## config.mk

```make
export PLATFORM = sky130hd
export DESIGN_NAME = boardCtrlTop
export DESIGN_NICKNAME = d
export VERILOG_FILES = /design/src/verilog/usiBusPkg.sv /design/src/verilog/boardIoPkg.sv /design/src/verilog/boardCtrlTop.sv /design/src/verilog/sysTimerBlock.sv /design/src/verilog/gpioBlock.sv /design/src/verilog/usiBus.sv
export SDC_FILE = /design/constraint.sdc
export NUM_CORES = 1
export LEC_CHECK = 0
export ABC_CLOCK_PERIOD_IN_PS = 4050
export BUFFER_PORTS_ARGS = -buffer_cell sky130_fd_sc_hd__buf_2
export CORE_MARGIN = 4
export CORE_UTILIZATION = 58
export CTS_BUF_LIST = sky130_fd_sc_hd__clkbuf_8
export CTS_CLUSTER_DIAMETER = 60
export DETAILED_ROUTE_END_ITERATION = 12
export PLACE_DENSITY_LB_ADDON = 0.08
export SYNTH_ARGS = -nofsm -noshare
export SYNTH_HDL_FRONTEND = slang
export SYNTH_SLANG_ARGS = --single-unit
```

## constraint.sdc

```tcl
create_clock -name iMCLK -period 4.05 [get_ports iMCLK]
set_clock_uncertainty 0.1 [all_clocks]
set_input_delay 1.0125 -clock iMCLK [delete_from_list [all_inputs] [get_ports iMCLK]]
set_output_delay 1.0125 -clock iMCLK [all_outputs]
set_load 0.05 [all_outputs]
```

## src/verilog/usiBusPkg.sv

```systemverilog
`default_nettype none

package usiBusPkg;

	//--------------------------------------------------------------------------
	// Bus geometry and block address map
	//--------------------------------------------------------------------------
	// Shared width of data and address words
	localparam int lpUsiBusWidth = 32;
	// Block number field, eight slots
	localparam int lpBlockAdrsWidth = 3;
	// CSR offset inside one block
	localparam int lpCsrAdrsWidth = 16;

	// Slot numbers of the blocks that are present
	// Slots 1, 2, 3, 5, 6, 7 belong to blocks not fitted here
	localparam logic [lpBlockAdrsWidth-1:0] lpGpioAdrsMap = 3'd0;
	localparam logic [lpBlockAdrsWidth-1:0] lpSysTimerAdrsMap = 3'd4;

	//--------------------------------------------------------------------------
	// Address word, raw or split into fields
	//--------------------------------------------------------------------------
	typedef struct packed {
		logic [lpUsiBusWidth-lpBlockAdrsWidth-lpCsrAdrsWidth-1:0] rsvd;
		logic [lpBlockAdrsWidth-1:0] blockNo;
		logic [lpCsrAdrsWidth-1:0] csrAdrs;
	} usiAdrsFieldT;

	typedef union packed {
		logic [lpUsiBusWidth-1:0] raw;
		usiAdrsFieldT fld;
	} usiAdrsU;

	// Master request, 65 bits
	typedef struct packed {
		logic wr;
		usiAdrsU adrs;
		logic [lpUsiBusWidth-1:0] wd;
	} usiReqT;

	// Response, read data only
	typedef struct packed {
		logic [lpUsiBusWidth-1:0] rd;
	} usiRspT;

	// Strobe towards one block, block number already stripped
	typedef struct packed {
		logic we;
		logic re;
		logic [lpCsrAdrsWidth-1:0] csrAdrs;
		logic [lpUsiBusWidth-1:0] wd;
	} usiSlvReqT;

endpackage

`default_nettype wire
```

## src/verilog/boardIoPkg.sv

```systemverilog
`default_nettype none

package boardIoPkg;
	import usiBusPkg::*;

	// User I/F widths on the board
	localparam int lpLedWidth = 4;
	localparam int lpPushSwWidth = 7;
	localparam int lpDipSwWidth = 2;

	// Heartbeat toggles every 16 cycles of iMCLK
	localparam int lpHeartbeatHalf = 16;
	localparam int lpHeartbeatCntWidth = $clog2(lpHeartbeatHalf);

	// GPIO CSR offsets
	localparam logic [lpCsrAdrsWidth-1:0] lpGpioLedCsr = 16'h0;
	localparam logic [lpCsrAdrsWidth-1:0] lpGpioAltCsr = 16'h4;
	localparam logic [lpCsrAdrsWidth-1:0] lpGpioSwCsr = 16'h8;
	// Timer CSR offsets
	localparam logic [lpCsrAdrsWidth-1:0] lpTimerCntCsr = 16'h0;

	// Switch levels as one word, push switches on top
	typedef struct packed {
		logic [lpPushSwWidth-1:0] pushSw;
		logic [lpDipSwWidth-1:0] dipSw;
	} swStatusT;

endpackage

`default_nettype wire

```

## src/verilog/boardCtrlTop.sv

```systemverilog
`default_nettype none

module boardCtrlTop
	import usiBusPkg::*, boardIoPkg::*;
(
	input wire logic iMCLK,
	input wire logic qnARST,
	// CSR bus master port
	input wire logic reqValid,
	output logic reqReady,
	input wire usiReqT req,
	output logic rspValid,
	input wire logic rspReady,
	output usiRspT rsp,
	// User I/F
	input wire logic [lpPushSwWidth-1:0] pushSw,
	input wire logic [lpDipSwWidth-1:0] dipSw,
	output logic [lpLedWidth-1:0] led
);

	logic rRstMeta;
	logic rnMRST;
	usiSlvReqT gpioReq;
	usiSlvReqT timerReq;
	logic [lpUsiBusWidth-1:0] gpioRd;
	logic [lpUsiBusWidth-1:0] timerRd;
	logic heartbeat;
	swStatusT qSwStatus;

	//--------------------------------------------------------------------------
	// Reset synchronizer
	//--------------------------------------------------------------------------
	// Assert at once, release two edges later
	always_ff @(posedge iMCLK, negedge qnARST)
	begin
		if (!qnARST)
		begin
			rRstMeta <= 1'b0;
			rnMRST <= 1'b0;
		end
		else
		begin
			rRstMeta <= 1'b1;
			rnMRST <= rRstMeta;
		end
	end

	assign qSwStatus = '{pushSw: pushSw, dipSw: dipSw};

	//--------------------------------------------------------------------------
	// Bus and blocks
	//--------------------------------------------------------------------------
	usiBus i_usiBus (
		.iMCLK(iMCLK), .qnARST(rnMRST),
		.reqValid(reqValid), .reqReady(reqReady), .req(req),
		.rspValid(rspValid), .rspReady(rspReady), .rsp(rsp),
		.gpioReq(gpioReq), .timerReq(timerReq),
		.gpioRd(gpioRd), .timerRd(timerRd)
	);

	gpioBlock i_gpioBlock (
		.iMCLK(iMCLK), .qnARST(rnMRST),
		.slvReq(gpioReq), .rdData(gpioRd),
		.swIn(qSwStatus), .heartbeat(heartbeat), .led(led)
	);

	// Heartbeat goes straight to the LED alternate source
	sysTimerBlock i_sysTimerBlock (
		.iMCLK(iMCLK), .qnARST(rnMRST),
		.slvReq(timerReq), .rdData(timerRd),
		.heartbeat(heartbeat)
	);

endmodule

`default_nettype wire

```

## src/verilog/sysTimerBlock.sv

```systemverilog
`default_nettype none

module sysTimerBlock
	import usiBusPkg::*, boardIoPkg::*;
(
	input wire logic iMCLK,
	input wire logic qnARST,
	// CSR access
	input wire usiSlvReqT slvReq,
	output logic [lpUsiBusWidth-1:0] rdData,
	// Square wave for the LED alternate mode
	output logic heartbeat
);

	logic [lpUsiBusWidth-1:0] rCnt;
	logic [lpHeartbeatCntWidth-1:0] rDivCnt;
	logic qCntLoad;
	logic qDivWrap;

	//--------------------------------------------------------------------------
	// Free-running counter
	//--------------------------------------------------------------------------
	assign qCntLoad = slvReq.we && (slvReq.csrAdrs == lpTimerCntCsr);

	always_ff @(posedge iMCLK, negedge qnARST)
	begin
		if (!qnARST)
			rCnt <= '0;
		else if (qCntLoad)
			// Load wins over the increment
			rCnt <= slvReq.wd;
		else
			rCnt <= rCnt + 1'b1;
	end

	// Value as it stands in the access cycle
	always_comb
	begin
		if (slvReq.re && (slvReq.csrAdrs == lpTimerCntCsr))
			rdData = rCnt;
		else
			rdData = '0;
	end

	//--------------------------------------------------------------------------
	// Heartbeat divider
	//--------------------------------------------------------------------------
	// Independent of the counter, a load leaves the heartbeat alone
	assign qDivWrap = (rDivCnt == lpHeartbeatCntWidth'(lpHeartbeatHalf - 1));

	always_ff @(posedge iMCLK, negedge qnARST)
	begin
		if (!qnARST)
		begin
			rDivCnt <= '0;
			heartbeat <= 1'b0;
		end
		else if (qDivWrap)
		begin
			rDivCnt <= '0;
			heartbeat <= !heartbeat;
		end
		else
			rDivCnt <= rDivCnt + 1'b1;
	end

	// Half period is never a single cycle
	hbRateChk: assert property (@(posedge iMCLK) disable iff (!qnARST)
		$changed(heartbeat) |=> !$changed(heartbeat));

endmodule

`default_nettype wire

```

## src/verilog/gpioBlock.sv

```systemverilog
`default_nettype none

module gpioBlock
	import usiBusPkg::*, boardIoPkg::*;
(
	input wire logic iMCLK,
	input wire logic qnARST,
	// CSR access
	input wire usiSlvReqT slvReq,
	output logic [lpUsiBusWidth-1:0] rdData,
	// Raw switch levels, not yet in the iMCLK domain
	input wire swStatusT swIn,
	// Alternate LED source
	input wire logic heartbeat,
	output logic [lpLedWidth-1:0] led
);

	logic [lpLedWidth-1:0] rLedData;
	// One bit per LED, set means heartbeat
	logic [lpLedWidth-1:0] rAltMask;
	swStatusT rSwMeta;
	swStatusT rSwSync;

	//--------------------------------------------------------------------------
	// CSR write
	//--------------------------------------------------------------------------
	always_ff @(posedge iMCLK, negedge qnARST)
	begin
		if (!qnARST)
		begin
			rLedData <= '0;
			rAltMask <= '0;
		end
		else if (slvReq.we)
		begin
			case (slvReq.csrAdrs)
				lpGpioLedCsr:	rLedData <= slvReq.wd[lpLedWidth-1:0];
				lpGpioAltCsr:	rAltMask <= slvReq.wd[lpLedWidth-1:0];
				// Switch CSR read only, others ignored
				default:		;
			endcase
		end
	end

	// Two flop synchronizer for the switches
	always_ff @(posedge iMCLK, negedge qnARST)
	begin
		if (!qnARST)
		begin
			rSwMeta <= '0;
			rSwSync <= '0;
		end
		else
		begin
			rSwMeta <= swIn;
			rSwSync <= rSwMeta;
		end
	end

	//--------------------------------------------------------------------------
	// CSR read, zero-extended
	//--------------------------------------------------------------------------
	always_comb
	begin
		rdData = '0;
		// Only drive under a read strobe
		if (slvReq.re)
		begin
			case (slvReq.csrAdrs)
				lpGpioLedCsr:	rdData[lpLedWidth-1:0] = rLedData;
				lpGpioAltCsr:	rdData[lpLedWidth-1:0] = rAltMask;
				lpGpioSwCsr:	rdData[$bits(swStatusT)-1:0] = rSwSync;
				default:		rdData = '0;
			endcase
		end
	end

	// Per-bit choice between heartbeat and data
	assign led = (rAltMask & {lpLedWidth{heartbeat}}) | (~rAltMask & rLedData);

	// Bus decode upstream never asks for both
	strobeChk: assert property (@(posedge iMCLK) disable iff (!qnARST)
		!(slvReq.we && slvReq.re));

endmodule

`default_nettype wire

```

## src/verilog/usiBus.sv

```systemverilog
`default_nettype none

module usiBus
	import usiBusPkg::*;
(
	input wire logic iMCLK,
	input wire logic qnARST,
	// Request channel from the master
	input wire logic reqValid,
	output logic reqReady,
	input wire usiReqT req,
	// Response channel to the master
	output logic rspValid,
	input wire logic rspReady,
	output usiRspT rsp,
	// Block strobes
	output usiSlvReqT gpioReq,
	output usiSlvReqT timerReq,
	// Block read words
	input wire logic [lpUsiBusWidth-1:0] gpioRd,
	input wire logic [lpUsiBusWidth-1:0] timerRd
);

	logic qAccept;
	logic qGpioSel;
	logic qTimerSel;
	logic [lpBlockAdrsWidth-1:0] qBlockNo;
	logic [lpUsiBusWidth-1:0] qRdSel;

	//--------------------------------------------------------------------------
	// Request acceptance
	//--------------------------------------------------------------------------
	// Single word in flight, so the slot opens only after the response left
	assign reqReady = !rspValid;
	assign qAccept = reqValid && reqReady;

	// Block decode, the only place the block number is looked at
	assign qBlockNo = req.adrs.fld.blockNo;
	assign qGpioSel = (qBlockNo == lpGpioAdrsMap);
	assign qTimerSel = (qBlockNo == lpSysTimerAdrsMap);

	always_comb
	begin
		// Enables live for the acceptance cycle only
		gpioReq.we = qAccept && req.wr && qGpioSel;
		gpioReq.re = qAccept && !req.wr && qGpioSel;
		gpioReq.csrAdrs = req.adrs.fld.csrAdrs;
		gpioReq.wd = req.wd;

		timerReq.we = qAccept && req.wr && qTimerSel;
		timerReq.re = qAccept && !req.wr && qTimerSel;
		timerReq.csrAdrs = req.adrs.fld.csrAdrs;
		timerReq.wd = req.wd;
	end

	//--------------------------------------------------------------------------
	// Read mux and held response
	//--------------------------------------------------------------------------
	always_comb
	begin
		case (qBlockNo)
			lpGpioAdrsMap:		qRdSel = gpioRd;
			lpSysTimerAdrsMap:	qRdSel = timerRd;
			// Empty slots
			default:			qRdSel = '0;
		endcase
	end

	always_ff @(posedge iMCLK, negedge qnARST)
	begin
		if (!qnARST)
			rspValid <= 1'b0;
		else if (qAccept)
			rspValid <= 1'b1;
		else if (rspReady)
			rspValid <= 1'b0;
	end

	// Captured once per request, then held through back-pressure
	always_ff @(posedge iMCLK)
	begin
		if (qAccept)
			rsp.rd <= req.wr ? '0 : qRdSel;
	end

	// Master sees a frozen response until it takes it
	rspHoldChk: assert property (@(posedge iMCLK) disable iff (!qnARST)
		(rspValid && !rspReady) |=> (rspValid && $stable(rsp)));

endmodule

`default_nettype wire

```

==> results.md <==
- Vias in the first global route: 3030
- FMAX: 0.362 GHz
- Rel. slew slack: 39.4%
- Final hold vios: 0
- Cells after DPL: 555
- Inserted Clock Buffers: 9
- Most frequent cells in the layout: buf_2, dfrtp_1, nor2_1
- Post-CTS Setup Bufs: 0
- Yosys cell types: 35
- Post-route insts no fill: 571
- Post-CTS sizing: 0
- Post-synthesis mux area share: 4.15%
- Gr ovfl total: 0
- Post-route DRC violation count: 0
- Status: completed
- Seq cells post-synth: 98
- Die Y: 93.3 um
- Min-Delay Path Class: reg2async
- Unrepaired setup endpoints after global routing: no
- Buf/Inv on CP: 2
- Synthesized Nets: 443
- Worst vdd ir: 0.255 mV
- Design Power: 1.87 mW
- Clock buffer depth: 2
- Share of cells above drive strength 1: 29.9%
- IO buf count: 102
- Adder and majority gate portion of the synthesized area: 0.593%
- Fin. max-slew vios: 0
- Critical Path RT: 4.17 ns
- Hold-fix buffers, CTS: 0
- DRT Wirelength: 8200 um
- Root buffer selected by CTS: clkbuf_8
- Routed wire per std cell: 14.4 um
- CTS tree: done
- Synth Area in Compound Gates: 6.82%
- P_int: 1.40 mW
- Critical path, cell by cell: buf_2 > nand2_1 > inv_1 > nand4_1 > or3_1 > a211oi_1 > a22o_1
- P_leak: 2.20 nW
- First-pass GRT wire length: 13800 um
- Total negative setup slack: 0 ns
- Pwr Density: 372 nW/um2
- Max_cap viols: 0
- Placed inst area: 4830 um2
- Final instance area: 5040 um2
- Die W: 93.3 um
- Combinational power share: 9.3%
- CP Capture Type: register
- CP top delay family: simple AND/OR/NAND/NOR gates
- Synth Area in XOR/XNOR: 6.65%
- Worst Tran Pin Value: 0.903 ns
- Arrival @ worst endpoint: 2.89 ns
- Max H-tree Level: 3
- CTS Sinks: 98
- Largest family of logic cells by synthesized area: simple AND/OR/NAND/NOR gates
- Psw: 0.470 mW
- Num rows: 30
- Fin nets: 550
- Tmin final: 2.76 ns
- Vias per cell: 5.28
- Final ANT Viol Nets: 0
- DP Wirelength: 5920 um
- Post-synth EDFFs: 32
- Flop pwr share: 57.0%
- Worst path max stage delay: 0.44 ns
- Mean area per synthesized cell: 11.6 um2
- CP max stage cell: a211oi_1
- Antenna cells: 0
- Post-synthesis sequential area ratio: 62.0%
- Synthesized area: 4220 um2
- Layout area overhead: 19.5%
- Setup WS pre-CTS: 0.910 ns
- Most used DFF post-synth: dfrtp_1
- Initial DRC count: 132
- Sw Ratio: 25.1%
- CTS clk-pin slew, worst paths: 0.09 ns
- Mapped Cells: 363
- Clock Power Share: 33.6%
- Drt pass-1 iters: 4
- Final period utilization: 68.2%
- All-Layer GR Usage: 20.2%
- Initial Util: 60.7%
- Routability cong.: 0.809
- WS Path Type: in2reg
- Largest net degree at the start of global routing: 53
- Final Setup Violations: 0
- Boundary pin count: 116
- Total number of vias: 3013
- Max Fanout on Critical Path: 14
- Simple-gate share of the synthesized area: 17.5%
- Commonest non-fill, non-tap cell in the layout: buf_2
- Synth warn: 0
- Initial antenna violation count: 0
- Die area: 8700 um2
- Core area: 6940 um2
- Worst setup SP type: primary input
- Clk_lat worst skew: 0.36 ns
- Final worst slack: 1.29 ns
- Async set-reset flop share out of synthesis: 67.3%
-- final timing paths --
kind,start,to,slack [ns],cells after the start
max reg2reg,i_usiBus.rspValid,i_usiBus.rsp[0],1.56,7
min in group iMCLK,i_gpioBlock.rSwMeta[1],i_gpioBlock.rSwSync[1],0.26,0
max in group asynchronous,rnMRST,i_sysTimerBlock.rCnt[18],2.87,1
min reg2reg,rnMRST,i_gpioBlock.rSwMeta[1],0.04,0
max,reqValid,i_usiBus.rsp[0],1.29,7
min,rnMRST,i_gpioBlock.rSwMeta[1],0.04,0
-- registers in the layout, summed over array words and instances, names as in the netlist --
name,cells
i_gpioBlock.rAltMask,4
i_gpioBlock.rLedData,4
rnMRST,1
i_gpioBlock.rSwSync,9
i_sysTimerBlock.heartbeat,1
rRstMeta,1
i_sysTimerBlock.rCnt,32
i_gpioBlock.rSwMeta,9
i_sysTimerBlock.rDivCnt,4
i_usiBus.rspValid,1
i_usiBus.rsp,32
-- per-stage QoR --
stage / util [%] / hold WS, ns
3_3_place_gp: 69.6 / 0.0396
5_1_grt: 72.6 / 0.0625
2_1_floorplan: - / 0.231
3_5_place_dp: 69.6 / 0.0431
4_1_cts: 72.6 / 0.0475
6_report: 72.6 / 0.0376
-- final cells by class --
cell class | count | area, um2
clock buffers | 10 | 138
flip-flops and latches | 98 | 2610
inverters | 8 | 30.0
repair buffers | 108 | 556
multi-input cells | 245 | 1520
fillers | 505 | 1910
well taps | 96 | 120
clock inverters | 6 | 66.3
-- power groups by stage --
stage,sequential (mW),clock (mW),combinational [mW]
final,1.07,0.630,0.175
after global routing,1.07,0.697,0.186
after CTS,1.07,0.644,0.177
after detailed placement,1.09,0,0.176
after global placement,1.09,0,0.175
after floorplan,1.17,0,0.0257
-- worst register-to-register path, delay by kind of cell, from the launching register on --
family / cells / cell delay, ns
DFF: 1 / 0.38
AOI/OAI and AO/OA: 2 / 0.64
and+or+nand+nor: 3 / 0.74
buffers and inverters: 2 / 0.50
-- cells by family after synthesis --
| kind of cell | after synthesis |
|---|---|
| simple gates | 144 |
| flops | 98 |
| mux | 16 |
| xor+xnor | 32 |
| fa+ha+maj | 2 |
| other cells | 1 |
| buf+inv | 20 |
| compound gates | 50 |
-- cell usage after synthesis, types with 9 or more instances --
master,instances,area [um2]
nor3_1,9,45.0
mux2_2,12,135
a21oi_1,25,125
xnor2_1,25,219
dfrtp_1,66,1650
a22o_1,9,78.8
nand3_1,14,70.1
nand2_1,25,93.8
nor2_1,41,154
edfxtp_1,32,961
and2_1,25,156
o21ai_0,13,65.1
-- per-layer routing --
| metal | wire (um) | global-route usage, % | share of wire [%] |
|---|---|---|---|
| met1 | 3490 | 26.3 | 43 |
| met2 | 4160 | 33.9 | 51 |
| met3 | 445 | 4.75 | 5.4 |
| met4 | 93 | 5.86 | 1.1 |
| met5 | 0 | 0 | 0 |
Power figures use the tool's default switching activity.
